### src/common/game_pkg.sv
`default_nettype none

package game_pkg;

    // Object codes coming from the game logic, 5 to 7 are drawn as blank
    typedef enum logic [2:0] {
        obj_blank  = 3'd0,
        obj_head   = 3'd1,
        obj_body   = 3'd2,
        obj_apple  = 3'd3,
        obj_border = 3'd4
    } obj_code_t;

    typedef struct packed {
        obj_code_t  obj;
        logic [3:0] x;                               // Grid column
        logic [3:0] y;                               // Grid row
    } tile_req_t;

    typedef logic [15:0] rgb565_t;

    // ########################################################################
    // Palette
    // ########################################################################

    localparam rgb565_t color_background = 16'h1408;
    localparam rgb565_t color_head       = 16'h901E;
    localparam rgb565_t color_apple      = 16'h00F8;
    localparam rgb565_t color_border     = 16'h0000;

    // Rainbow register for body tiles
    // Feedback is the XOR of bits 15, 13, 12 and 10, shifted in at bit 0
    localparam rgb565_t rainbow_seed = 16'hACE1;
    localparam rgb565_t rainbow_taps = 16'hB400;

endpackage

`default_nettype wire

### src/common/lcd_cmd_pkg.sv
`default_nettype none

package lcd_cmd_pkg;

    // ########################################################################
    // Display controller opcodes
    // ########################################################################

    typedef enum logic [7:0] {
        cmd_swreset   = 8'h01,
        cmd_sleep_out = 8'h11,
        cmd_disp_off  = 8'h28,
        cmd_disp_on   = 8'h29,
        cmd_caset     = 8'h2A,
        cmd_paset     = 8'h2B,
        cmd_ramwr     = 8'h2C,
        cmd_colmod    = 8'h3A
    } lcd_cmd_t;

    localparam logic [7:0] colmod_rgb565 = 8'h55;    // Pixel format byte for 16-bit colour

    // One byte on the parallel bus
    typedef struct packed {
        logic       wr;                              // Write strobe, one per byte
        logic       dcx;                             // Low for command, high for data
        logic [7:0] data;
    } lcd_bus_t;

    // ########################################################################
    // Sequencer
    // ########################################################################

    typedef enum logic [2:0] {
        ph_idle,
        ph_init_cmd,
        ph_init_wait,
        ph_window,
        ph_pixels,
        ph_done
    } seq_phase_t;

    typedef enum logic [1:0] {
        tk_wait,
        tk_clear,
        tk_tile
    } timer_kind_t;

    // Step numbers that the FSM and the byte generator agree on
    localparam logic [4:0] init_step_swreset   = 5'd0;   // Followed by the first pause
    localparam logic [4:0] init_step_sleep_out = 5'd4;   // Followed by the second pause
    localparam logic [4:0] init_step_last      = 5'd5;   // Display on
    localparam logic [4:0] win_step_ramwr      = 5'd10;  // Memory write, pixels follow

endpackage

`default_nettype wire

### src/lcd_ctrl/lcd_byte_gen.sv
`timescale 1ns/1ps
`default_nettype none

module lcd_byte_gen
    import lcd_cmd_pkg::*;
    import game_pkg::*;
#(
    parameter int tile_px  = 20,
    parameter int screen_w = 240,
    parameter int screen_h = 320
) (
    input  logic       clk,
    input  logic       nrst,
    input  seq_phase_t phase,
    input  logic [4:0] step,
    input  logic       hi_byte,
    input  logic       clear,
    input  tile_req_t  tile,
    input  rgb565_t    color,
    output lcd_bus_t   lcd
);

    logic [15:0] col_start;
    logic [15:0] col_end;
    logic [15:0] page_start;
    logic [15:0] page_end;
    lcd_bus_t    lcd_n;

    // ########################################################################
    // Window coordinates
    // ########################################################################

    always_comb begin
        if (clear) begin
            col_start  = '0;
            col_end    = 16'(screen_w - 1);
            page_start = '0;
            page_end   = 16'(screen_h - 1);
        end else begin
            col_start  = 16'(tile.x) * 16'(tile_px);
            col_end    = col_start + 16'(tile_px - 1);
            page_start = 16'(tile.y) * 16'(tile_px);
            page_end   = page_start + 16'(tile_px - 1);
        end
    end

    // ########################################################################
    // Byte select
    // ########################################################################

    always_comb begin
        lcd_n = '0;                                  // Idle, pauses and done keep wr low
        case (phase)
            ph_init_cmd: begin
                lcd_n.wr  = 1'b1;
                lcd_n.dcx = 1'b0;
                case (step)
                    init_step_swreset:   lcd_n.data = cmd_swreset;
                    5'd1:                lcd_n.data = cmd_disp_off;
                    5'd2:                lcd_n.data = cmd_colmod;
                    5'd3: begin
                        lcd_n.data = colmod_rgb565;  // Only data byte of the init list
                        lcd_n.dcx  = 1'b1;
                    end
                    init_step_sleep_out: lcd_n.data = cmd_sleep_out;
                    default:             lcd_n.data = cmd_disp_on;
                endcase
            end

            ph_window: begin
                lcd_n.wr  = 1'b1;
                lcd_n.dcx = 1'b1;
                case (step)
                    5'd0: begin
                        lcd_n.data = cmd_caset;
                        lcd_n.dcx  = 1'b0;
                    end
                    5'd1: lcd_n.data = col_start[15:8];
                    5'd2: lcd_n.data = col_start[7:0];
                    5'd3: lcd_n.data = col_end[15:8];
                    5'd4: lcd_n.data = col_end[7:0];
                    5'd5: begin
                        lcd_n.data = cmd_paset;
                        lcd_n.dcx  = 1'b0;
                    end
                    5'd6: lcd_n.data = page_start[15:8];
                    5'd7: lcd_n.data = page_start[7:0];
                    5'd8: lcd_n.data = page_end[15:8];
                    5'd9: lcd_n.data = page_end[7:0];
                    default: begin
                        lcd_n.data = cmd_ramwr;
                        lcd_n.dcx  = 1'b0;
                    end
                endcase
            end

            ph_pixels: begin
                lcd_n.wr   = 1'b1;
                lcd_n.dcx  = 1'b1;
                lcd_n.data = hi_byte ? color[15:8] : color[7:0];
            end

            default: begin
                lcd_n = '0;
            end
        endcase
    end

    always_ff @(posedge clk, negedge nrst) begin
        if (!nrst) begin
            lcd <= '0;
        end else begin
            lcd <= lcd_n;
        end
    end

endmodule

`default_nettype wire

### src/lcd_ctrl/lcd_seq_fsm.sv
`timescale 1ns/1ps
`default_nettype none

module lcd_seq_fsm
    import lcd_cmd_pkg::*;
(
    input  logic        clk,
    input  logic        nrst,
    input  logic        start_init,
    input  logic        start_tile,
    input  logic        timer_last,
    output logic        accept,
    output seq_phase_t  phase,
    output logic [4:0]  step,
    output logic        hi_byte,
    output logic        timer_load,
    output timer_kind_t timer_kind,
    output logic        timer_tick,
    output logic        pixel_advance,
    output logic        fill_tile,
    output logic        busy,
    output logic        done
);

    seq_phase_t phase_n;
    logic [4:0] step_n;
    logic       hi_n;
    logic       in_tile;                             // Set for a tile draw, clear for init

    assign busy      = (phase != ph_idle) || done;   // Covers the done cycle too
    assign accept    = (start_init || start_tile) && !busy;
    assign fill_tile = in_tile && (phase == ph_pixels);

    always_ff @(posedge clk, negedge nrst) begin
        if (!nrst) begin
            phase   <= ph_idle;
            step    <= '0;
            hi_byte <= 1'b0;
            in_tile <= 1'b0;
            done    <= 1'b0;
        end else begin
            phase   <= phase_n;
            step    <= step_n;
            hi_byte <= hi_n;
            done    <= (phase == ph_done);           // Last byte is on the bus during ph_done
            if (accept) begin
                in_tile <= !start_init;              // Init wins over a tile start
            end
        end
    end

    // ########################################################################
    // Next state
    // ########################################################################

    always_comb begin
        phase_n       = phase;
        step_n        = step;
        hi_n          = hi_byte;
        timer_load    = 1'b0;
        timer_kind    = tk_wait;
        timer_tick    = 1'b0;
        pixel_advance = 1'b0;

        case (phase)
            ph_idle: begin
                if (accept) begin
                    phase_n = start_init ? ph_init_cmd : ph_window;
                    step_n  = '0;
                    hi_n    = 1'b0;
                end
            end

            ph_init_cmd: begin
                if (step == init_step_swreset || step == init_step_sleep_out) begin
                    phase_n    = ph_init_wait;       // Step is held through the pause
                    timer_load = 1'b1;
                    timer_kind = tk_wait;
                end else if (step == init_step_last) begin
                    phase_n = ph_window;             // Straight into the full-screen clear
                    step_n  = '0;
                end else begin
                    step_n = step + 5'd1;
                end
            end

            ph_init_wait: begin
                timer_tick = 1'b1;
                if (timer_last) begin
                    phase_n = ph_init_cmd;
                    step_n  = step + 5'd1;
                end
            end

            ph_window: begin
                if (step == win_step_ramwr) begin
                    phase_n    = ph_pixels;
                    timer_load = 1'b1;
                    timer_kind = in_tile ? tk_tile : tk_clear;
                    hi_n       = 1'b0;               // Low byte goes first
                end else begin
                    step_n = step + 5'd1;
                end
            end

            ph_pixels: begin
                hi_n = !hi_byte;
                if (hi_byte) begin
                    // One pixel completes with its high byte
                    timer_tick    = 1'b1;
                    pixel_advance = 1'b1;
                    if (timer_last) begin
                        phase_n = ph_done;
                    end
                end
            end

            ph_done: begin
                phase_n = ph_idle;
            end

            default: begin
                phase_n = ph_idle;
            end
        endcase
    end

endmodule

`default_nettype wire

### src/lcd_ctrl/lcd_timer.sv
`timescale 1ns/1ps
`default_nettype none

module lcd_timer
    import lcd_cmd_pkg::*;
#(
    parameter int tile_px     = 20,
    parameter int screen_w    = 240,
    parameter int screen_h    = 320,
    parameter int wait_cycles = 60000
) (
    input  logic        clk,
    input  logic        nrst,
    input  logic        load,
    input  timer_kind_t kind,
    input  logic        tick,
    output logic        last
);

    localparam int clear_len = screen_w * screen_h;
    localparam int tile_len  = tile_px * tile_px;
    localparam int big_len   = (clear_len > tile_len) ? clear_len : tile_len;
    localparam int max_len   = (wait_cycles > big_len) ? wait_cycles : big_len;
    localparam int cnt_w     = $clog2(max_len + 1);

    localparam logic [cnt_w-1:0] wait_last  = cnt_w'(wait_cycles - 1);
    localparam logic [cnt_w-1:0] clear_last = cnt_w'(clear_len - 1);
    localparam logic [cnt_w-1:0] tile_last  = cnt_w'(tile_len - 1);

    logic [cnt_w-1:0] count;
    logic [cnt_w-1:0] limit;
    timer_kind_t      kind_q;                        // Kind captured at load

    always_ff @(posedge clk, negedge nrst) begin
        if (!nrst) begin
            count  <= '0;
            kind_q <= tk_wait;
        end else if (load) begin
            count  <= '0;
            kind_q <= kind;
        end else if (tick) begin
            count <= count + 1'b1;
        end
    end

    always_comb begin
        case (kind_q)
            tk_clear: limit = clear_last;
            tk_tile:  limit = tile_last;
            default:  limit = wait_last;
        endcase
    end

    assign last = (count == limit);

endmodule

`default_nettype wire

### src/logic/tile_color.sv
`timescale 1ns/1ps
`default_nettype none

module tile_color
    import game_pkg::*;
(
    input  logic      clk,
    input  logic      nrst,
    input  obj_code_t obj,
    input  logic      fill_tile,
    input  logic      pixel_advance,
    output rgb565_t   color
);

    rgb565_t rainbow;
    rgb565_t palette;
    logic    feedback;

    assign feedback = ^(rainbow & rainbow_taps);

    // Runs on across tiles, only body pixels move it
    always_ff @(posedge clk, negedge nrst) begin
        if (!nrst) begin
            rainbow <= rainbow_seed;
        end else if (pixel_advance && fill_tile && obj == obj_body) begin
            rainbow <= {rainbow[14:0], feedback};
        end
    end

    always_comb begin
        case (obj)
            obj_head:   palette = color_head;
            obj_body:   palette = rainbow;
            obj_apple:  palette = color_apple;
            obj_border: palette = color_border;
            default:    palette = color_background;  // Blank and unused codes
        endcase
    end

    // The clear after init paints background
    assign color = fill_tile ? palette : color_background;

endmodule

`default_nettype wire

### src/logic/tile_painter_top.sv
`timescale 1ns/1ps
`default_nettype none

module tile_painter_top
    import lcd_cmd_pkg::*;
    import game_pkg::*;
#(
    parameter int tile_px     = 20,
    parameter int screen_w    = 240,
    parameter int screen_h    = 320,
    parameter int wait_cycles = 60000
) (
    input  logic      clk,
    input  logic      nrst,
    input  logic      start_init,
    input  logic      start_tile,
    input  tile_req_t tile,
    output lcd_bus_t  lcd,
    output logic      busy,
    output logic      done
);

    logic        accept;
    seq_phase_t  phase;
    logic [4:0]  step;
    logic        hi_byte;
    logic        timer_load;
    timer_kind_t timer_kind;
    logic        timer_tick;
    logic        timer_last;
    logic        pixel_advance;
    logic        fill_tile;
    logic        clear_q;                            // Full-screen window for the init clear
    tile_req_t   req_q;
    rgb565_t     color;

    always_ff @(posedge clk, negedge nrst) begin
        if (!nrst) begin
            clear_q <= 1'b0;
        end else if (accept) begin
            clear_q <= start_init;
        end
    end

    always_ff @(posedge clk) begin
        if (accept) begin
            req_q <= tile;                           // Held steady for the whole draw
        end
    end

    lcd_seq_fsm u_seq (
        .clk           (clk),
        .nrst          (nrst),
        .start_init    (start_init),
        .start_tile    (start_tile),
        .timer_last    (timer_last),
        .accept        (accept),
        .phase         (phase),
        .step          (step),
        .hi_byte       (hi_byte),
        .timer_load    (timer_load),
        .timer_kind    (timer_kind),
        .timer_tick    (timer_tick),
        .pixel_advance (pixel_advance),
        .fill_tile     (fill_tile),
        .busy          (busy),
        .done          (done)
    );

    lcd_timer #(
        .tile_px     (tile_px),
        .screen_w    (screen_w),
        .screen_h    (screen_h),
        .wait_cycles (wait_cycles)
    ) u_timer (
        .clk  (clk),
        .nrst (nrst),
        .load (timer_load),
        .kind (timer_kind),
        .tick (timer_tick),
        .last (timer_last)
    );

    lcd_byte_gen #(
        .tile_px  (tile_px),
        .screen_w (screen_w),
        .screen_h (screen_h)
    ) u_byte_gen (
        .clk     (clk),
        .nrst    (nrst),
        .phase   (phase),
        .step    (step),
        .hi_byte (hi_byte),
        .clear   (clear_q),
        .tile    (req_q),
        .color   (color),
        .lcd     (lcd)
    );

    tile_color u_color (
        .clk           (clk),
        .nrst          (nrst),
        .obj           (req_q.obj),
        .fill_tile     (fill_tile),
        .pixel_advance (pixel_advance),
        .color         (color)
    );

endmodule

`default_nettype wire

### config.mk
export PLATFORM = sky130hd
export DESIGN_NAME = tile_painter_top
export DESIGN_NICKNAME = d
export VERILOG_FILES = /design/src/common/game_pkg.sv /design/src/common/lcd_cmd_pkg.sv /design/src/lcd_ctrl/lcd_byte_gen.sv /design/src/lcd_ctrl/lcd_seq_fsm.sv /design/src/lcd_ctrl/lcd_timer.sv /design/src/logic/tile_color.sv /design/src/logic/tile_painter_top.sv
export SDC_FILE = /design/constraint.sdc
export NUM_CORES = 1
export LEC_CHECK = 0
export ABC_AREA = 1
export CORE_MARGIN = 2
export CORE_UTILIZATION = 55
export CTS_CLUSTER_DIAMETER = 200
export DETAILED_ROUTE_END_ITERATION = 16
export DONT_BUFFER_PORTS = 1
export GPL_TIMING_DRIVEN = 1
export PLACE_DENSITY = 0.7
export REMOVE_ABC_BUFFERS = 1
export SYNTH_ARGS = -nofsm -noshare
export SYNTH_HDL_FRONTEND = slang
export SYNTH_SLANG_ARGS = --single-unit
### constraint.sdc
create_clock -name clk -period 2.8 [get_ports clk]
set_input_delay 0.56 -clock clk [delete_from_list [all_inputs] [get_ports clk]]
set_output_delay 0.56 -clock clk [all_outputs]
set_load 0.01 [all_outputs]
[Word level (Yosys, flattened, before mapping)]
Index checks and enable logic that the tools add are counted.
Storage, ports and cells
  register bits after elaboration: 68
  input bits: 15
  output and inout bits: 12
Cells by class
  add/subtract/negate cells: 4
  $mul: 2
  equality and inequality tests: 30
  multiplexer cells: 42
  reductions and logical operators: 21
Operators with widths (number)
  8-bit case mux with 10 select lines: 1
  16-bit case mux with 4 select lines: 1
  16-bit two-way mux: 3
  7-bit case mux with 5 select lines: 1
  17-bit two-way mux: 2
  17-bit case mux with 2 select lines: 1
  10-bit case mux with 3 select lines: 1
  5-bit two-way mux: 5
  3-bit two-way mux: 7
  9-bit by 5-bit adder with 10-bit output, second input constant: 2
  5-bit by 3-bit == test with 1-bit output, second input constant: 4
  5-bit case mux with 4 select lines: 1
  9-bit two-way mux: 2
  17-bit by 1-bit adder with 17-bit output, second input constant: 1
  17-bit == test: 1
  16-bit XOR reduction: 1
  5-bit by 4-bit == test with 1-bit output, second input constant: 3
  3-bit case mux with 5 select lines: 1
  4-bit by 3-bit multiplier with 7-bit output, second input constant: 2
  2-bit inequality test, second input constant: 7
  3-bit by 2-bit == test with 1-bit output, second input constant: 4
  5-bit by 2-bit == test with 1-bit output, second input constant: 2
  3-bit == test, second input constant: 3
  1-bit two-way mux: 8
  other kinds (22): 35

[Longest topological paths before layout]
  depth in word-level cells: 6
  mapped depth: 12
  gate-level depth less buffers: 12

[Modules after synthesis]
A second synthesis with hierarchy kept.
Unflattened totals
  cell total of the unflattened synthesis: 690
  area, all modules: 4800.9 µm²
Modules (own cells, without submodules)
  lcd_byte_gen: times used 1, cells each 233, area an instance 1415.1 µm², sequential area each 250.2 µm²
  lcd_timer: times used 1, cells each 183, area an instance 1246.2 µm², sequential area each 475.5 µm²
  lcd_seq_fsm: times used 1, cells each 141, area an instance 912.1 µm², sequential area each 275.3 µm²
  tile_color: times used 1, cells each 117, area an instance 857.1 µm², sequential area each 410.4 µm²
  tile_painter_top: times used 1, cells each 16, area an instance 370.4 µm², sequential area each 355.3 µm²

[Least setup slack after synthesis]
No wires, ideal clock.
  kind: register -> register
  start: register req_q[7] in the netlist's numbering
  end: register u_byte_gen.lcd[7] (netlist name)
  setup time: 0.123 ns
  data arrival time: 1.995 ns
  data required time: 2.677 ns
  path slack: 0.682 ns
  stages on the path, launching flop included: 13
  path buffers: 0
  period minus slack after synthesis: 2.118 ns
  cell sequence: edfxtp_1 ha_1 ha_1 inv_1 fa_1 inv_1 nand3_1 nor2_1 nor2_1 nand2_1 o21ai_0 o21ai_0 nand2_1
RTL lines
  from (decl): line tile_painter_top.sv:34  | tile_req_t req_q;
  from (signal assigned): line tile_painter_top.sv:47  | req_q <= tile;

==> metrics.csv <==
stage;metric;value;unit
routing;drtIter0Drc;216;
timing;min_period;2.31;ns
routing;first_pass_iters;6;
setup_path;reg2reg_depth;12;
routing;vias;3811;
cts;cts_buffers;9;
timing;tightestPinTransition;0.538;ns
setup_path;worstPathArrival;2.54;ns
die;die_h;93.9;um
setup_path;crit-reg2reg-capture;u_byte_gen.lcd[7];
status;status;complete, no violations;
power_and_ir_drop;vdd_drop_max;0.454;mV
cts;insertion_delay;0.35;ns
die;core;0.00777;mm^2
logic_synthesis;ys_ff_latch;68;
cts;clockBufferDepth;2;
timing;holdWs;0.0429;ns
die;start_util;0.572;
setup_path;r2r_slack;0.49;ns
timing;timing.fmax;0.434;GHz
setup_path;timing.rr.start;req_q[7];
logic_synthesis;syn-cell-area;0.00444;mm^2
place;port_buffers;0;
cts;cts-root-buf;clkbuf_8;
timing;hold_viol;0;
layout;fin_util;0.612;
die;dieArea;0.00881;mm^2
timing;fin_setup_tns;0;ns
timing;setup_viol;0;
die;rows;32;
cts;cts.repair.resized;0;
timing;min_period_over_period;0.824;
setup_path;cp.required;3.04;ns
global_route;overflow;0;
routing;vias_per_cell;5.52;
layout;areaGrowthSynthToFinish;7.13;%
job;cap_violations;0;
die;die_w;93.9;um
place;dp.cells;673;
layout;drive_gt1_frac;0.124;
layout;nets;617;
place;dp.final_hpwl;7.65;mm
routing;drtAntennaViolNets;0;
layout;instances_no_fill;690;
min_path;min_path_type;primary input to asynchronous set/reset pin;
place;gp_congestion;0.880;
layout;final_cell_mix;nand2_1 (158), inv_1 (61), nor2_1 (59), dfrtp_1 (49), o21ai_0 (44);
timing;max-slew-margin-rel;0.641;
global_route;antenna_found_initial;0;
timing;skew;0.00828;ns
setup_path;critical_path.startpoint_type;flop;
setup_path;worstSetupPathType;flop to flop;
die;ios;27;
global_route;grt_max_degree;50;
logic_synthesis;seq_area_frac_synth;0.398;
cts;h-tree-depth;3;
timing;slew_violations;0;
logic_synthesis;synth_cell_type_count;43;
global_route;grt_pass1_wl;17.3;mm
cts;clkSinkCount;68;
routing;drc;0;
power_and_ir_drop;p_leak;0.00228;uW
logic_synthesis;avgSynthCellArea;7.68;um^2
timing;grt_setup_unrepaired;false;
global_route;grt_usage;0.250;
logic_synthesis;ys_warn_count;0;
cts;hold_buffers;1;
cts;post_cts_buffers;0;
routing;routed_wl;10.4;mm
routing;wl_per_cell;15.1;um
setup_path;crit_path_end_kind;flop;
layout;antenna_cells;0;
power_and_ir_drop;power.density;849;mW/mm^2
cts;cts_tree;yes;
global_route;grt_pass1_vias;3708;
logic_synthesis;syn_inst;578;
layout;layout_commonest_cell;nand2_1;
setup_path;cp_max_fo;3;
cts;clk_pin_slew;0.08;ns
==> synth_stat cells (all sizes together) <==
library cell	number	area (um^2)
clkbuf	3	21.3
o21ai	55	283
buf	4	35.0
inv	72	275
or2	2	12.5
o32ai	1	8.76
edfxtp	11	330
a31oi	1	6.26
nand2	171	733
nand3b	1	7.51
xor2	9	78.8
nor2	70	334
o21bai	1	7.51
a211oi	1	7.51
a21oi	25	129
o211ai	3	22.5
nand3	41	245
xnor2	4	35.0
ha	17	213
o2bb2ai	1	8.76
nor3	16	108
nand4	10	62.6
fa	2	40.0
dfstp	8	210
dfrtp	49	1230
==> where the power goes <==
part	total (uW)	internal [uW]	leakage (uW)	switching, uW
clock	894	470	0.000108	424
combinational	1720	544	0.00132	1170
sequential	1430	1200	0.000851	226
==> per-layer routing <==
metal / vias to the layer above / GRT usage / wire (um)
met3: 21 / 0.0482 / 448
met2: 111 / 0.413 / 5050
met4: 0 / 0.0894 / 212
li1: 1888 / - / -
met5: - / 0 / 0
met1: 1791 / 0.326 / 4680
==> registers in the layout, summed over array words and instances (netlist names) <==
name             flops
u_timer.count       17
u_color.rainbow     16
req_q               11
u_byte_gen.lcd      10
u_seq.step           5
u_seq.phase          3
u_timer.kind_q       2
clear_q              1
u_seq.done           1
u_seq.hi_byte        1
u_seq.in_tile        1
==> logic make-up (layout without fill, tap and decap cells) <==
group                    count (synthesis)  count (layout)  share of synthesized area
XOR/XNOR                                13              13                     0.0256
AO/OA/AOI/OAI                           88              88                      0.107
flip-flops                              68              68                      0.398
adder cells (fa/ha/maj)                 19              19                     0.0569
AND/OR/NAND/NOR                        311             311                      0.338
buffers and inverters                   79              89                     0.0747
==> critical path, stage by stage, from the launching register on <==
cell	delay, ns
edfxtp_1	0.43
ha_1	0.30
ha_1	0.21
inv_1	0.07
fa_1	0.43
inv_1	0.09
nand3_1	0.09
nor2_1	0.17
nor2_1	0.06
nand2_1	0.05
o21ai_0	0.08
o21ai_0	0.15
nand2_1	0.06
==> through the flow <==
stage | setup slack [ns] | power [uW] | instance area (um^2)
CTS | 0.514 | 4050 | 4760
global route | 0.296 | 4340 | 4760
finish | 0.494 | 4040 | 4760
detailed placement | 0.524 | 3140 | 4510
floorplan | 0.682 | 2710 | 4380
global placement | 0.565 | 3110 | 4510
==> cell type report <==
class                      instances  area [um^2]
fill                             704         3010
multi-input combinational        431         2340
sequential                        68         1770
inverter                          72          275
clock buffer                      10          149
tap                              102          128
clock inverter                     6         68.8
timing repair buffer               1         27.5
==> worst max-delay path by stage <==
stage                  start                end  slack, ns  cells past startpoint
detailed placement  req_q[7]  u_byte_gen.lcd[7]       0.52                     12
floorplan           req_q[7]  u_byte_gen.lcd[7]       0.68                     12
finish              req_q[7]  u_byte_gen.lcd[7]       0.49                     12
CTS                 req_q[7]  u_byte_gen.lcd[7]       0.51                     12
global placement    req_q[7]  u_byte_gen.lcd[7]       0.56                     12
global route        req_q[7]  u_byte_gen.lcd[7]       0.30                     12
Power figures use the tool's default switching activity.
